**config.mk**
```make
export PLATFORM = sky130hd
export DESIGN_NAME = aes_cbc_loader
export DESIGN_NICKNAME = d
export VERILOG_FILES = /design/src/aes_pkg.sv /design/src/aes_stream_pkg.sv /design/src/aes_cbc_loader.sv
export SDC_FILE = /design/constraint.sdc
export NUM_CORES = 1
export LEC_CHECK = 0
export ABC_CLOCK_PERIOD_IN_PS = 33500
export BUFFER_PORTS_ARGS = -buffer_cell sky130_fd_sc_hd__buf_4
export CORE_AREA = 2 2 211 213
export CTS_CLUSTER_SIZE = 20
export DETAILED_ROUTE_END_ITERATION = 16
export DIE_AREA = 0 0 213 215
export PLACE_DENSITY = 0.53
export SETUP_SLACK_MARGIN = 0.02
export SYNTH_ARGS = -nofsm -noshare
export SYNTH_HDL_FRONTEND = slang
export SYNTH_SLANG_ARGS = --single-unit
```
**constraint.sdc**
```tcl
create_clock -name Clk -period 33.5 [get_ports Clk]
set_input_delay 5.025 -clock Clk [delete_from_list [all_inputs] [get_ports Clk]]
set_output_delay 5.025 -clock Clk [all_outputs]
set_load 0.02 [all_outputs]
```
**src/aes_pkg.sv**
```systemverilog
package aes_pkg;

    localparam int NUM_ROUNDS = 14;
    localparam int BLOCK_BITS = 128;

    // Byte 0 of the block sits in the top byte, column-major as in FIPS-197
    typedef logic [BLOCK_BITS-1:0]   block_t;
    typedef logic [2*BLOCK_BITS-1:0] key_t;
    typedef logic [3:0]              round_idx_t;

    // Forward S-box, one row of sixteen entries per line
    localparam logic [2047:0] SBOX_TABLE = {
        128'h637c777bf26b6fc53001672bfed7ab76,
        128'hca82c97dfa5947f0add4a2af9ca472c0,
        128'hb7fd9326363ff7cc34a5e5f171d83115,
        128'h04c723c31896059a071280e2eb27b275,
        128'h09832c1a1b6e5aa0523bd6b329e32f84,
        128'h53d100ed20fcb15b6acbbe394a4c58cf,
        128'hd0efaafb434d338545f9027f503c9fa8,
        128'h51a3408f929d38f5bcb6da2110fff3d2,
        128'hcd0c13ec5f974417c4a77e3d645d1973,
        128'h60814fdc222a908846eeb814de5e0bdb,
        128'he0323a0a4906245cc2d3ac629195e479,
        128'he7c8376d8dd54ea96c56f4ea657aae08,
        128'hba78252e1ca6b4c6e8dd741f4bbd8b8a,
        128'h703eb5664803f60e613557b986c11d9e,
        128'he1f8981169d98e949b1e87e9ce5528df,
        128'h8ca1890dbfe6426841992d0fb054bb16
    };

    function automatic logic [7:0] sbox(logic [7:0] b);
        return SBOX_TABLE[2047 - 8*int'(b) -: 8];
    endfunction

    function automatic logic [7:0] xtime(logic [7:0] b);
        return {b[6:0], 1'b0} ^ (b[7] ? 8'h1b : 8'h00);
    endfunction

    function automatic logic [31:0] rot_word(logic [31:0] w);
        return {w[23:0], w[31:24]};
    endfunction

    function automatic logic [31:0] sub_word(logic [31:0] w);
        return {sbox(w[31:24]), sbox(w[23:16]), sbox(w[15:8]), sbox(w[7:0])};
    endfunction

    function automatic block_t sub_bytes(block_t s);
        block_t o;
        for (int i = 0; i < 16; i++) begin
            o[8*i +: 8] = sbox(s[8*i +: 8]);
        end
        return o;
    endfunction

    // Row r of column c moves to column c - r
    function automatic block_t shift_rows(block_t s);
        block_t o;
        for (int c = 0; c < 4; c++) begin
            for (int r = 0; r < 4; r++) begin
                o[BLOCK_BITS-1 - 8*(4*c + r) -: 8] =
                    s[BLOCK_BITS-1 - 8*(4*((c + r) % 4) + r) -: 8];
            end
        end
        return o;
    endfunction

    function automatic block_t mix_columns(block_t s);
        block_t     o;
        logic [7:0] a0, a1, a2, a3;
        for (int c = 0; c < 4; c++) begin
            a0 = s[BLOCK_BITS-1 - 32*c -: 8];
            a1 = s[BLOCK_BITS-9 - 32*c -: 8];
            a2 = s[BLOCK_BITS-17 - 32*c -: 8];
            a3 = s[BLOCK_BITS-25 - 32*c -: 8];
            o[BLOCK_BITS-1 - 32*c -: 8]  = xtime(a0) ^ xtime(a1) ^ a1 ^ a2 ^ a3;
            o[BLOCK_BITS-9 - 32*c -: 8]  = a0 ^ xtime(a1) ^ xtime(a2) ^ a2 ^ a3;
            o[BLOCK_BITS-17 - 32*c -: 8] = a0 ^ a1 ^ xtime(a2) ^ xtime(a3) ^ a3;
            o[BLOCK_BITS-25 - 32*c -: 8] = xtime(a0) ^ a0 ^ a1 ^ a2 ^ xtime(a3);
        end
        return o;
    endfunction

    // One forward round, the final round has no MixColumns
    function automatic block_t enc_round(block_t state, block_t key, logic last);
        block_t s;
        s = shift_rows(sub_bytes(state));
        if (!last) begin
            s = mix_columns(s);
        end
        return s ^ key;
    endfunction

endpackage
```
**src/aes_stream_pkg.sv**
```systemverilog
package aes_stream_pkg;

    localparam int KEEP_BITS = aes_pkg::BLOCK_BITS / 8;

    typedef struct packed {
        aes_pkg::block_t       tdata;
        logic [KEEP_BITS-1:0]  tkeep;
        logic                  tlast;
    } axis_beat_t;

    // Low half of key is round key 0
    typedef struct packed {
        logic          valid;
        aes_pkg::key_t key;
    } key_load_t;

    typedef struct packed {
        logic            valid;
        logic            iv_load;
        aes_pkg::block_t data;
        logic            last;
    } text_req_t;

    typedef enum logic [2:0] {
        LD_KEY_LO,
        LD_KEY_HI,
        LD_IV,
        LD_TEXT,
        LD_WAIT
    } load_state_e;

endpackage

```
**src/aes_cbc_loader.sv**
```systemverilog
`timescale 1ns/1ps

module aes_cbc_loader (
    input  logic                       Clk,
    input  logic                       arst_n,
    input  aes_stream_pkg::axis_beat_t s_beat,
    input  logic                       s_tvalid,
    output logic                       s_tready,
    input  logic                       key_ready,
    input  logic                       busy,
    output aes_stream_pkg::key_load_t  key_load,
    output aes_stream_pkg::text_req_t  text_req
);

    aes_stream_pkg::load_state_e state_q;
    aes_stream_pkg::load_state_e state_d;
    aes_pkg::block_t             key_lo_q;
    aes_pkg::key_t               key_q;
    logic                        key_valid_q;
    logic                        accept;

    assign accept = s_tvalid & s_tready;

    always_comb begin
        case (state_q)
            aes_stream_pkg::LD_KEY_LO,
            aes_stream_pkg::LD_KEY_HI,
            aes_stream_pkg::LD_IV:   s_tready = 1'b1;
            // One block in flight, and only once the round keys exist
            aes_stream_pkg::LD_TEXT: s_tready = key_ready & ~busy;
            default:                 s_tready = 1'b0;
        endcase
    end

    always_comb begin
        state_d = state_q;
        case (state_q)
            aes_stream_pkg::LD_KEY_LO: begin
                if (accept) state_d = aes_stream_pkg::LD_KEY_HI;
            end
            aes_stream_pkg::LD_KEY_HI: begin
                if (accept) state_d = aes_stream_pkg::LD_IV;
            end
            aes_stream_pkg::LD_IV: begin
                if (accept) state_d = aes_stream_pkg::LD_TEXT;
            end
            aes_stream_pkg::LD_TEXT: begin
                if (accept && s_beat.tlast) state_d = aes_stream_pkg::LD_WAIT;
            end
            // Let the last block drain before a new key can touch the schedule
            aes_stream_pkg::LD_WAIT: begin
                if (!busy) state_d = aes_stream_pkg::LD_KEY_LO;
            end
            default: state_d = aes_stream_pkg::LD_WAIT;
        endcase
    end

    always_ff @(posedge Clk or negedge arst_n) begin
        if (!arst_n) begin
            state_q     <= aes_stream_pkg::LD_WAIT;
            key_valid_q <= 1'b0;
        end else begin
            state_q     <= state_d;
            key_valid_q <= accept & (state_q == aes_stream_pkg::LD_KEY_HI);
        end
    end

    always_ff @(posedge Clk) begin
        if (accept && state_q == aes_stream_pkg::LD_KEY_LO) begin
            key_lo_q <= s_beat.tdata;
        end
        if (accept && state_q == aes_stream_pkg::LD_KEY_HI) begin
            key_q <= {s_beat.tdata, key_lo_q};
        end
    end

    assign key_load.valid = key_valid_q;
    assign key_load.key   = key_q;

    assign text_req.valid   = accept & (state_q == aes_stream_pkg::LD_IV |
                                        state_q == aes_stream_pkg::LD_TEXT);
    assign text_req.iv_load = (state_q == aes_stream_pkg::LD_IV);
    assign text_req.data    = s_beat.tdata;
    assign text_req.last    = s_beat.tlast;

endmodule

```
# After elaboration in Yosys (flattened, before gate mapping)
# Cells that the tools add are included.
[op_classes]
n_reduce_logical = 6
eq_ne = 9
muxes = 7
bitwise = 6
[op_table]
columns = ["operator", "n"]
rows = [
  ["2-to-1 mux 3 bit", 5],
  ["one-hot mux 3 bit (5 select lines)", 1],
  ["inequality test 2 bit (second input constant)", 4],
  ["== test 3 x 2 -> 1 bit (second input constant)", 2],
  ["AND reduction 5 bit", 1],
  ["AND 1 bit", 4],
  ["== test 3 x 1 -> 1 bit (second input constant)", 1],
  ["== test 3 bit (second input constant)", 1],
  ["logical AND 1 bit", 3],
  ["logical NOT 3 bit", 1],
  ["OR reduction 3 bit", 1],
  ["inequality test 2 x 1 -> 1 bit (second input constant)", 1],
  ["one-hot mux 1 bit (2 select lines)", 1],
  ["inverter 1 bit", 1],
  ["OR 1 bit", 1],
]
[word_totals]
out_inout_bits = 389
regBits = 388
input_bits = 150
elab_cells = 32

# Logic depth before layout (Yosys ltp)
# Gate-level depths: netlist (run 1).
[logic_depth]
ltp_word = 7
depth_mapped = 3
depth_no_buf = 2

# Least setup slack after synthesis (run 1)
# Ideal clock, no wire load.
[synth_timing]
path_type = "in2reg"
from = "in s_tvalid"
to = "reg key_valid_q"
n_path_buf = 0
stages = 1
arrival_time_ns = 29.081
required_time_ns = 30.934
setup_ns = 2.566
path_slack_ns = 1.853
path_cell_list = "nor4bb_1"
[synth_via]
elab_chain_len = 2
[synth_lines]
columns = ["item", "line", "source"]
rows = [
  ["start: declaration", "aes_cbc_loader.sv:7", "input logic s_tvalid,"],
  ["AND 1 bit", "aes_cbc_loader.sv:22", "assign accept = s_tvalid & s_tready;"],
  ["AND 1 bit", "aes_cbc_loader.sv:64", "key_valid_q <= accept & (state_q == aes_stream_pkg::LD_KEY_HI);"],
  ["end signal: assignment", "aes_cbc_loader.sv:64", ""],
  ["end: declaration", "aes_cbc_loader.sv:19", "logic key_valid_q;"],
]
# No other way between the ends.
# A chain may end at the register's enable or synchronous reset.

==> run metrics, run 1 <==
DP Cell Count=~1500; grt total ovfl=0; net count after synthesis=slightly below 700; area of the die=45800 µm²; Vias/cell=about 3.9; Max Fclk=between 90 and 100 MHz; worst slew pin tran=roughly 1.1 ns; diode count=0; largest net degree at the start of global routing=approximately 170; Synth area leaders=edfxtp_1 90%, buf_4 7.7%, dfrtp_1 0.59%; Primary FF master, synth=edfxtp_1; Routed WL=27.9 mm; Final Hold Vio Count=0; vias=around 6200; pwr/cell area=76.5 nW/µm²; max-slew violations=0; drt pass-1 iters=4; Fillers=around 4000; Synth Cell Area=~13000 µm²; post-synth top area share=approximately nine tenths; final setup vio count=0; setup TNS=0 ns; # rows=77; grt met3 use=under 10%; initial detailed-routing violation count=roughly 310; CTS Buf Count=between 40 and 50; status=completed; asr flop ratio synth=1.03%; CP Class=in -> out; num ports=539; Clk pin slew, worst setup/hold paths=~0.06 ns; fin nets=approximately 1100; number of distinct library cells after synthesis=22; initial antenna violation count=2; CP Capture Type=output pin; Core Area=roughly 44000 µm²; Layout Cells excl Fill=approximately 1600; vias in the first global route=roughly 6000; cts repair resizes=0; #FFs+latches synth=between 300 and 400; met2 Use GR=roughly a fifth; die height=between 200 and 250 µm; Routed Antenna Nets=0; RSZ-0062 raised after global routing=false; worst hold path class=reg -> reg; Post-CTS Setup Repair Bufs=0; Mapped Cells=538; # port buffers=522; share of cells above drive strength 1=between 50 and 60%; CTS Buffer Depth=3; Max-slew headroom=about 25%; minimum clock period=about 11 ns; Data arrival, critical path=about 5.8 ns; H-tree Lvls=2; Final period util=around a third; Area Overhead vs Synth=39.2%; dpl hpwl=roughly 19 mm; Synth area leader=edfxtp_1; data required time of the critical path=about 28 ns; startpoint types=primary input; Max IR drop VDD=slightly below 0.05 mV; Max Clock Skew=between 0.01 and 0.015 ns; average wire per standard cell=around 17 µm; CP Max Fanout=3; CTS tree=done; MaxCap Viol Count=0; EDFF count, synth=around 380; clock sinks=about 390; # hold bufs at CTS=0; top cells by count, synth=384 x edfxtp_1, 131 x buf_4, 3 x dfrtp_1; worst skew pair latency=roughly 0.54 ns; cell with the most instances after synthesis=edfxtp_1; clk root buf=clkbuf_16; total power=1.36 mW; DRC=0; Starting Density=roughly 29%; Synth warnings=0; GRT Overall Usage=11.6%; sequential area share after synthesis=between 90% and 100%; GPL Wtd Cong=0.722; leakage power=6.77 nW; post-synthesis average cell area=about 24 µm²; Util after Layout=~40%; Die X=about 210 µm; met1 Use GR=about 13%; first-pass GRT wire length=around 39 mm; global-route layer with the greatest usage=met2
[layout by cell type (no fill, tap or decap), types with 2 or more instances in the layout]
cell	count
buf_4	525
clkbuf_1	12
clkbuf_16	45
clkbuf_8	2
clkinv_1	5
clkinv_2	4
clkinv_4	3
dfrtp_1	3
edfxtp_1	384
nand2b_1	2
[per-layer routing]
| layer | vias to the layer above | wire (µm) |
|---|---|---|
| met5 | - | 13 |
| met4 | 2 | 549 |
| met3 | 45 | 2620 |
| met2 | 292 | 14000 |
| met1 | 3042 | 10700 |
| li1 | 2811 | - |
[power breakdown]
group          switching [mW]  internal [mW]  leakage (nW)
combinational           0.168         0.0909          2.59
clock                   0.180          0.249         0.624
sequential             0.0248          0.646          3.56
[cell families after synthesis]
group	Yosys count	share of synthesized area, %
compound gates	7	0.451
flops	388	91.2
simple gates	9	0.480
xor+xnor	1	0.0687
buf+inv	133	7.83
[worst max-delay path, cell delays in order]
cell and delay, ns:
buf_4 0.12, nand2b_1 0.16, a311oi_1 0.30, buf_4 0.19
[final cells by class]
class	instances	area [µm²]	share of cell area, %
sequential	388	11600	65.5
timing repair buffer	526	3960	22.3
clock buffer	59	1200	6.75
tap	592	741	4.17
multi-input combinational	17	149	0.838
clock inverter	14	81.3	0.458
[final timing paths]
kind                                   startpoint  cells past startpoint                      to  slack (ns)
max                                          busy                      4           text_req[130]       22.68
min                        key_lo_q[87]$_DFFE_PP_                      0     key_q[87]$_DFFE_PP_        0.41
max reg2reg                state_q[1]$_DFFE_PN0P_                      3     key_q[93]$_DFFE_PP_       30.44
min reg2reg                key_lo_q[87]$_DFFE_PP_                      0     key_q[87]$_DFFE_PP_        0.41
max in group asynchronous                  arst_n                      1  state_q[2]$_DFFE_PN1P_       29.04
min in group asynchronous                  arst_n                      1  state_q[1]$_DFFE_PN0P_        4.27
[metrics by stage]
stage | setup WS, ns | hold WS (ns) | instance area [µm²]
after floorplan | 1.85 | 0.400 | 12800
after global placement | 22.70 | 0.400 | 16500
after detailed placement | 22.67 | 0.405 | 16500
after CTS | 22.67 | 0.404 | 17800
after global routing | 22.61 | 0.409 | 17800
final | 22.68 | 0.411 | 17800
[sequential cells by signal, summed over array words and instances, names as in the netlist]
name         flops
key_lo_q       128
state_q          3
key_valid_q      1
key_q          256
Note: power is estimated with default switching activity, not from simulation.
==> run 2: changes to the inputs <==
Settings changed: ABC_AREA from default to 1, ABC_CLOCK_PERIOD_IN_PS 33500 to 9700, CORE_AREA 2 2 211 213 to 2 2 209 211, DIE_AREA 0 0 213 215 to 0 0 211 213, PLACE_DENSITY 0.53 to 0.55.
Clock period 33.5 ns to 9.7 ns, I/O delays scaled along.
==> run 2 against run 1 <==
Effect of this change:
- utilization increased by 0.92 points
- worst hold slack lost 0.0072 ns
- via count is essentially flat
- largest power group unchanged
- non-clock buffer count did not move
- wire length decreased by 3.1%
- area after synthesis about the same
- total power rose to 3.4 times the previous value
- sequential share of layout area barely moved
- cell area barely moved
- critical path depth grew 3
- register-to-register slack got worse by 24 ns
==> run metrics, run 2 <==
status=completed; Clk pin slew, worst setup/hold paths=0.06 ns (about the same); Data arrival, critical path=2.35 ns (-3.45 ns); CP Capture Type=output pin; Register-to-Register Path Depth=6 (+3); Synth area leaders=edfxtp_1 90%, buf_4 7.6%, dfrtp_1 0.59%; final setup vio count=0 (unchanged); startpoint types=primary input; #FFs+latches synth=388 (unchanged); setup TNS=0 ns (unchanged); max-slew violations=0 (unchanged); number of distinct library cells after synthesis=14 (-36%); DRC=0 (unchanged); Mapped Cells=552 (+2.6%); Final Hold Vio Count=0 (unchanged); vias in the first global route=5938 (-2.3%); minimum clock period=3.81 ns; cts repair resizes=0 (unchanged); hold path start=key_lo_q[44]$_DFFE_PP_; drt pass-1 iters=4 (unchanged); Max Fclk=between 200 and 300 MHz; critical path cell sequence=buf_4 > nor2_1 > nand2_1 > a21boi_0 > inv_1 > nor2_1 > buf_4; # port buffers=522 (unchanged); post-synthesis average cell area=23.1 µm² (-2.5%); most common cell after layout, fill and taps aside=buf_4; FF-to-FF End=key_q[91]$_DFFE_PP_; Die X=211 µm (-0.94%); largest reg by FF count=key_q; slowest stage delay, CP=0.24 ns (-0.06 ns); net count after synthesis=702 (+2.0%); leakage power=6.83 nW (+0.91%); Area Overhead vs Synth=39.2% (about the same); Core Area=42700 µm² (-2.2%); GRT Overall Usage=11.3% (-0.33 points); worst skew pair latency=0.54 ns (about the same); Final period util=39.2%; Primary FF master, synth=edfxtp_1; # rows=76 (-1.3%); Max-slew headroom=27.9% (+2.6 points); multi-input logic area=148 µm² (-0.84%); diode count=0 (unchanged); Slowest cell on crit path=a21boi_0; Vias/cell=3.95 (+1.8%); area of the die=44900 µm² (-1.9%); H-tree Lvls=2 (unchanged); first-pass GRT wire length=37.5 mm (-3.7%); Fillers=3793 (-4.4%); MaxCap Viol Count=0 (unchanged); Starting Density=29.9% (+0.67 points); pwr/cell area=262 nW/µm² (+240%); CP Class=in -> out; CP Max Fanout=2 (-1); worst hold stages=0 (unchanged); initial antenna violation count=1 (-1); asr flop ratio synth=1.03% (unchanged); Storage cell area=11600 µm² (unchanged); top flop regs=key_q x256, key_lo_q x128, state_q x3; num ports=539 (unchanged); dpl hpwl=18.9 mm (-1.3%); sequential area share after synthesis=91.1% (about the same); fin nets=1142 (+1.5%); post-synth top area share=90.3% (about the same); data required time of the critical path=8.25 ns (-20.22 ns); Max IR drop VDD=0.252 mV (+420%); Post-CTS Setup Repair Bufs=0 (unchanged); Max Clock Skew=0.0135 ns (+0.00151 ns); initial detailed-routing violation count=311 (unchanged); r2r setup slk=6.53 ns (-23.91 ns); share of cells above drive strength 1=58.2% (-0.20 points); most frequent cells in the layout=526 x buf_4, 384 x edfxtp_1, 45 x clkbuf_16, 8 x nand2_1, 8 x clkbuf_1; die height=213 µm (-0.93%); GPL Wtd Cong=0.739 (+2.3%); clk root buf=clkbuf_16; Synth warnings=0 (unchanged); Routed WL=27.0 mm (-3.1%); RSZ-0062 raised after global routing=false; critical path's top delay family=buffers and inverters; cell area after layout=17800 µm² (about the same); cell with the most instances after synthesis=edfxtp_1; CTS Buffer Depth=3 (unchanged); clock sinks=388 (unchanged); largest net degree at the start of global routing=117 (-32%); Routed Antenna Nets=0 (unchanged); area of placed instances=16400 µm² (-0.27%); Worst Hold End=key_q[44]$_DFFE_PP_; grt total ovfl=0 (unchanged); # hold bufs at CTS=0 (unchanged); Synth Cell Area=12800 µm² (about the same); EDFF count, synth=384 (unchanged); Synth area leader=edfxtp_1; CTS tree=done; Util after Layout=41.6% (+0.92 points); top cells by count, synth=384 x edfxtp_1, 130 x buf_4, 8 x nand2_1; max FFs per register=256 (unchanged); worst hold path class=reg -> reg; vias=6195 (+0.048%); average wire per standard cell=17.2 µm (-1.4%); Critical path buffers and inverters=3 (+1); origin of the critical flop-to-flop path=state_q[0]$_DFFE_PN0P_; CTS Buf Count=42 (unchanged); worst slew pin tran=1.08 ns (-0.0388 ns)
[run 2: cell count changes in the layout (fill, tap and decap cells not counted), moves of 2 or more]
cell,before,now
clkinv_2,4,7
inv_1,0,3
bufinv_16,0,2
nand2b_1,2,0
clkinv_4,3,1
inv_6,1,3
nand3_1,0,6
clkinv_1,5,7
clkbuf_8,2,0
inv_8,0,2
nor2_1,1,6
clkbuf_1,12,8
nand2_2,0,4
nand2_1,1,8
[run 2: final cells by class]
type,instances,share of cell area (%)
Sequential cell,388,65.5
Timing Repair Buffer,526,22.2
Clock buffer,53,6.51
Tap cell,546,3.84
Clock inverter,22,0.986
Inverter,5,0.148
Multi-Input combinational cell,29,0.831
[run 2: power by group]
part / switching [mW] / internal, mW
registers: 0.0710 / 2.23
logic: 0.554 / 0.281
clock network: 0.624 / 0.901
total: 1.25 / 3.41
[run 2: metal layers]
metal  vias to the layer above  wire length (µm)  track usage (%)
met4                         0               492             3.74
met1                      2998             10600             13.6
met2                       305             13800             19.1
met3                        34              2060             3.84
li1                       2858                 -                -
met5                         -                 0                0
[run 2: cell families (layout without fill, tap and decap cells)]
group / Yosys count / in the layout / synth area share [%]
AO/OA/AOI/OAI: 2 / 2 / 0.127
AND/OR/NAND/NOR: 27 / 27 / 0.970
flip-flops: 388 / 388 / 91.1
buffers and inverters: 135 / 606 / 7.79
[run 2: how the worst max path moves through the flow]
stage,start,endpoint,slack (ns),cells past startpoint
2_1_floorplan,busy,key_lo_q[0]$_DFFE_PP_,1.89,5
4_1_cts,busy,text_req[130],5.89,7
3_5_place_dp,busy,key_q[0]$_DFFE_PP_,5.39,7
3_3_place_gp,busy,key_q[97]$_DFFE_PP_,5.44,7
5_1_grt,busy,key_q[76]$_DFFE_PP_,5.81,7
6_report,busy,text_req[130],5.89,7
[run 2: stage by stage]
| step | std cells | power, mW | hold WS [ns] | worst slack [ns] |
|---|---|---|---|---|
| floorplan | 552 | 2.85 | 0.400 | 1.89 |
| global route | 1569 | 4.86 | 0.420 | 5.81 |
| detailed placement | 1494 | 3.19 | 0.405 | 5.39 |
| CTS | 1569 | 4.74 | 0.404 | 5.89 |
| global placement | 1494 | 3.18 | 0.400 | 5.44 |
| finish | 1569 | 4.66 | 0.404 | 5.89 |
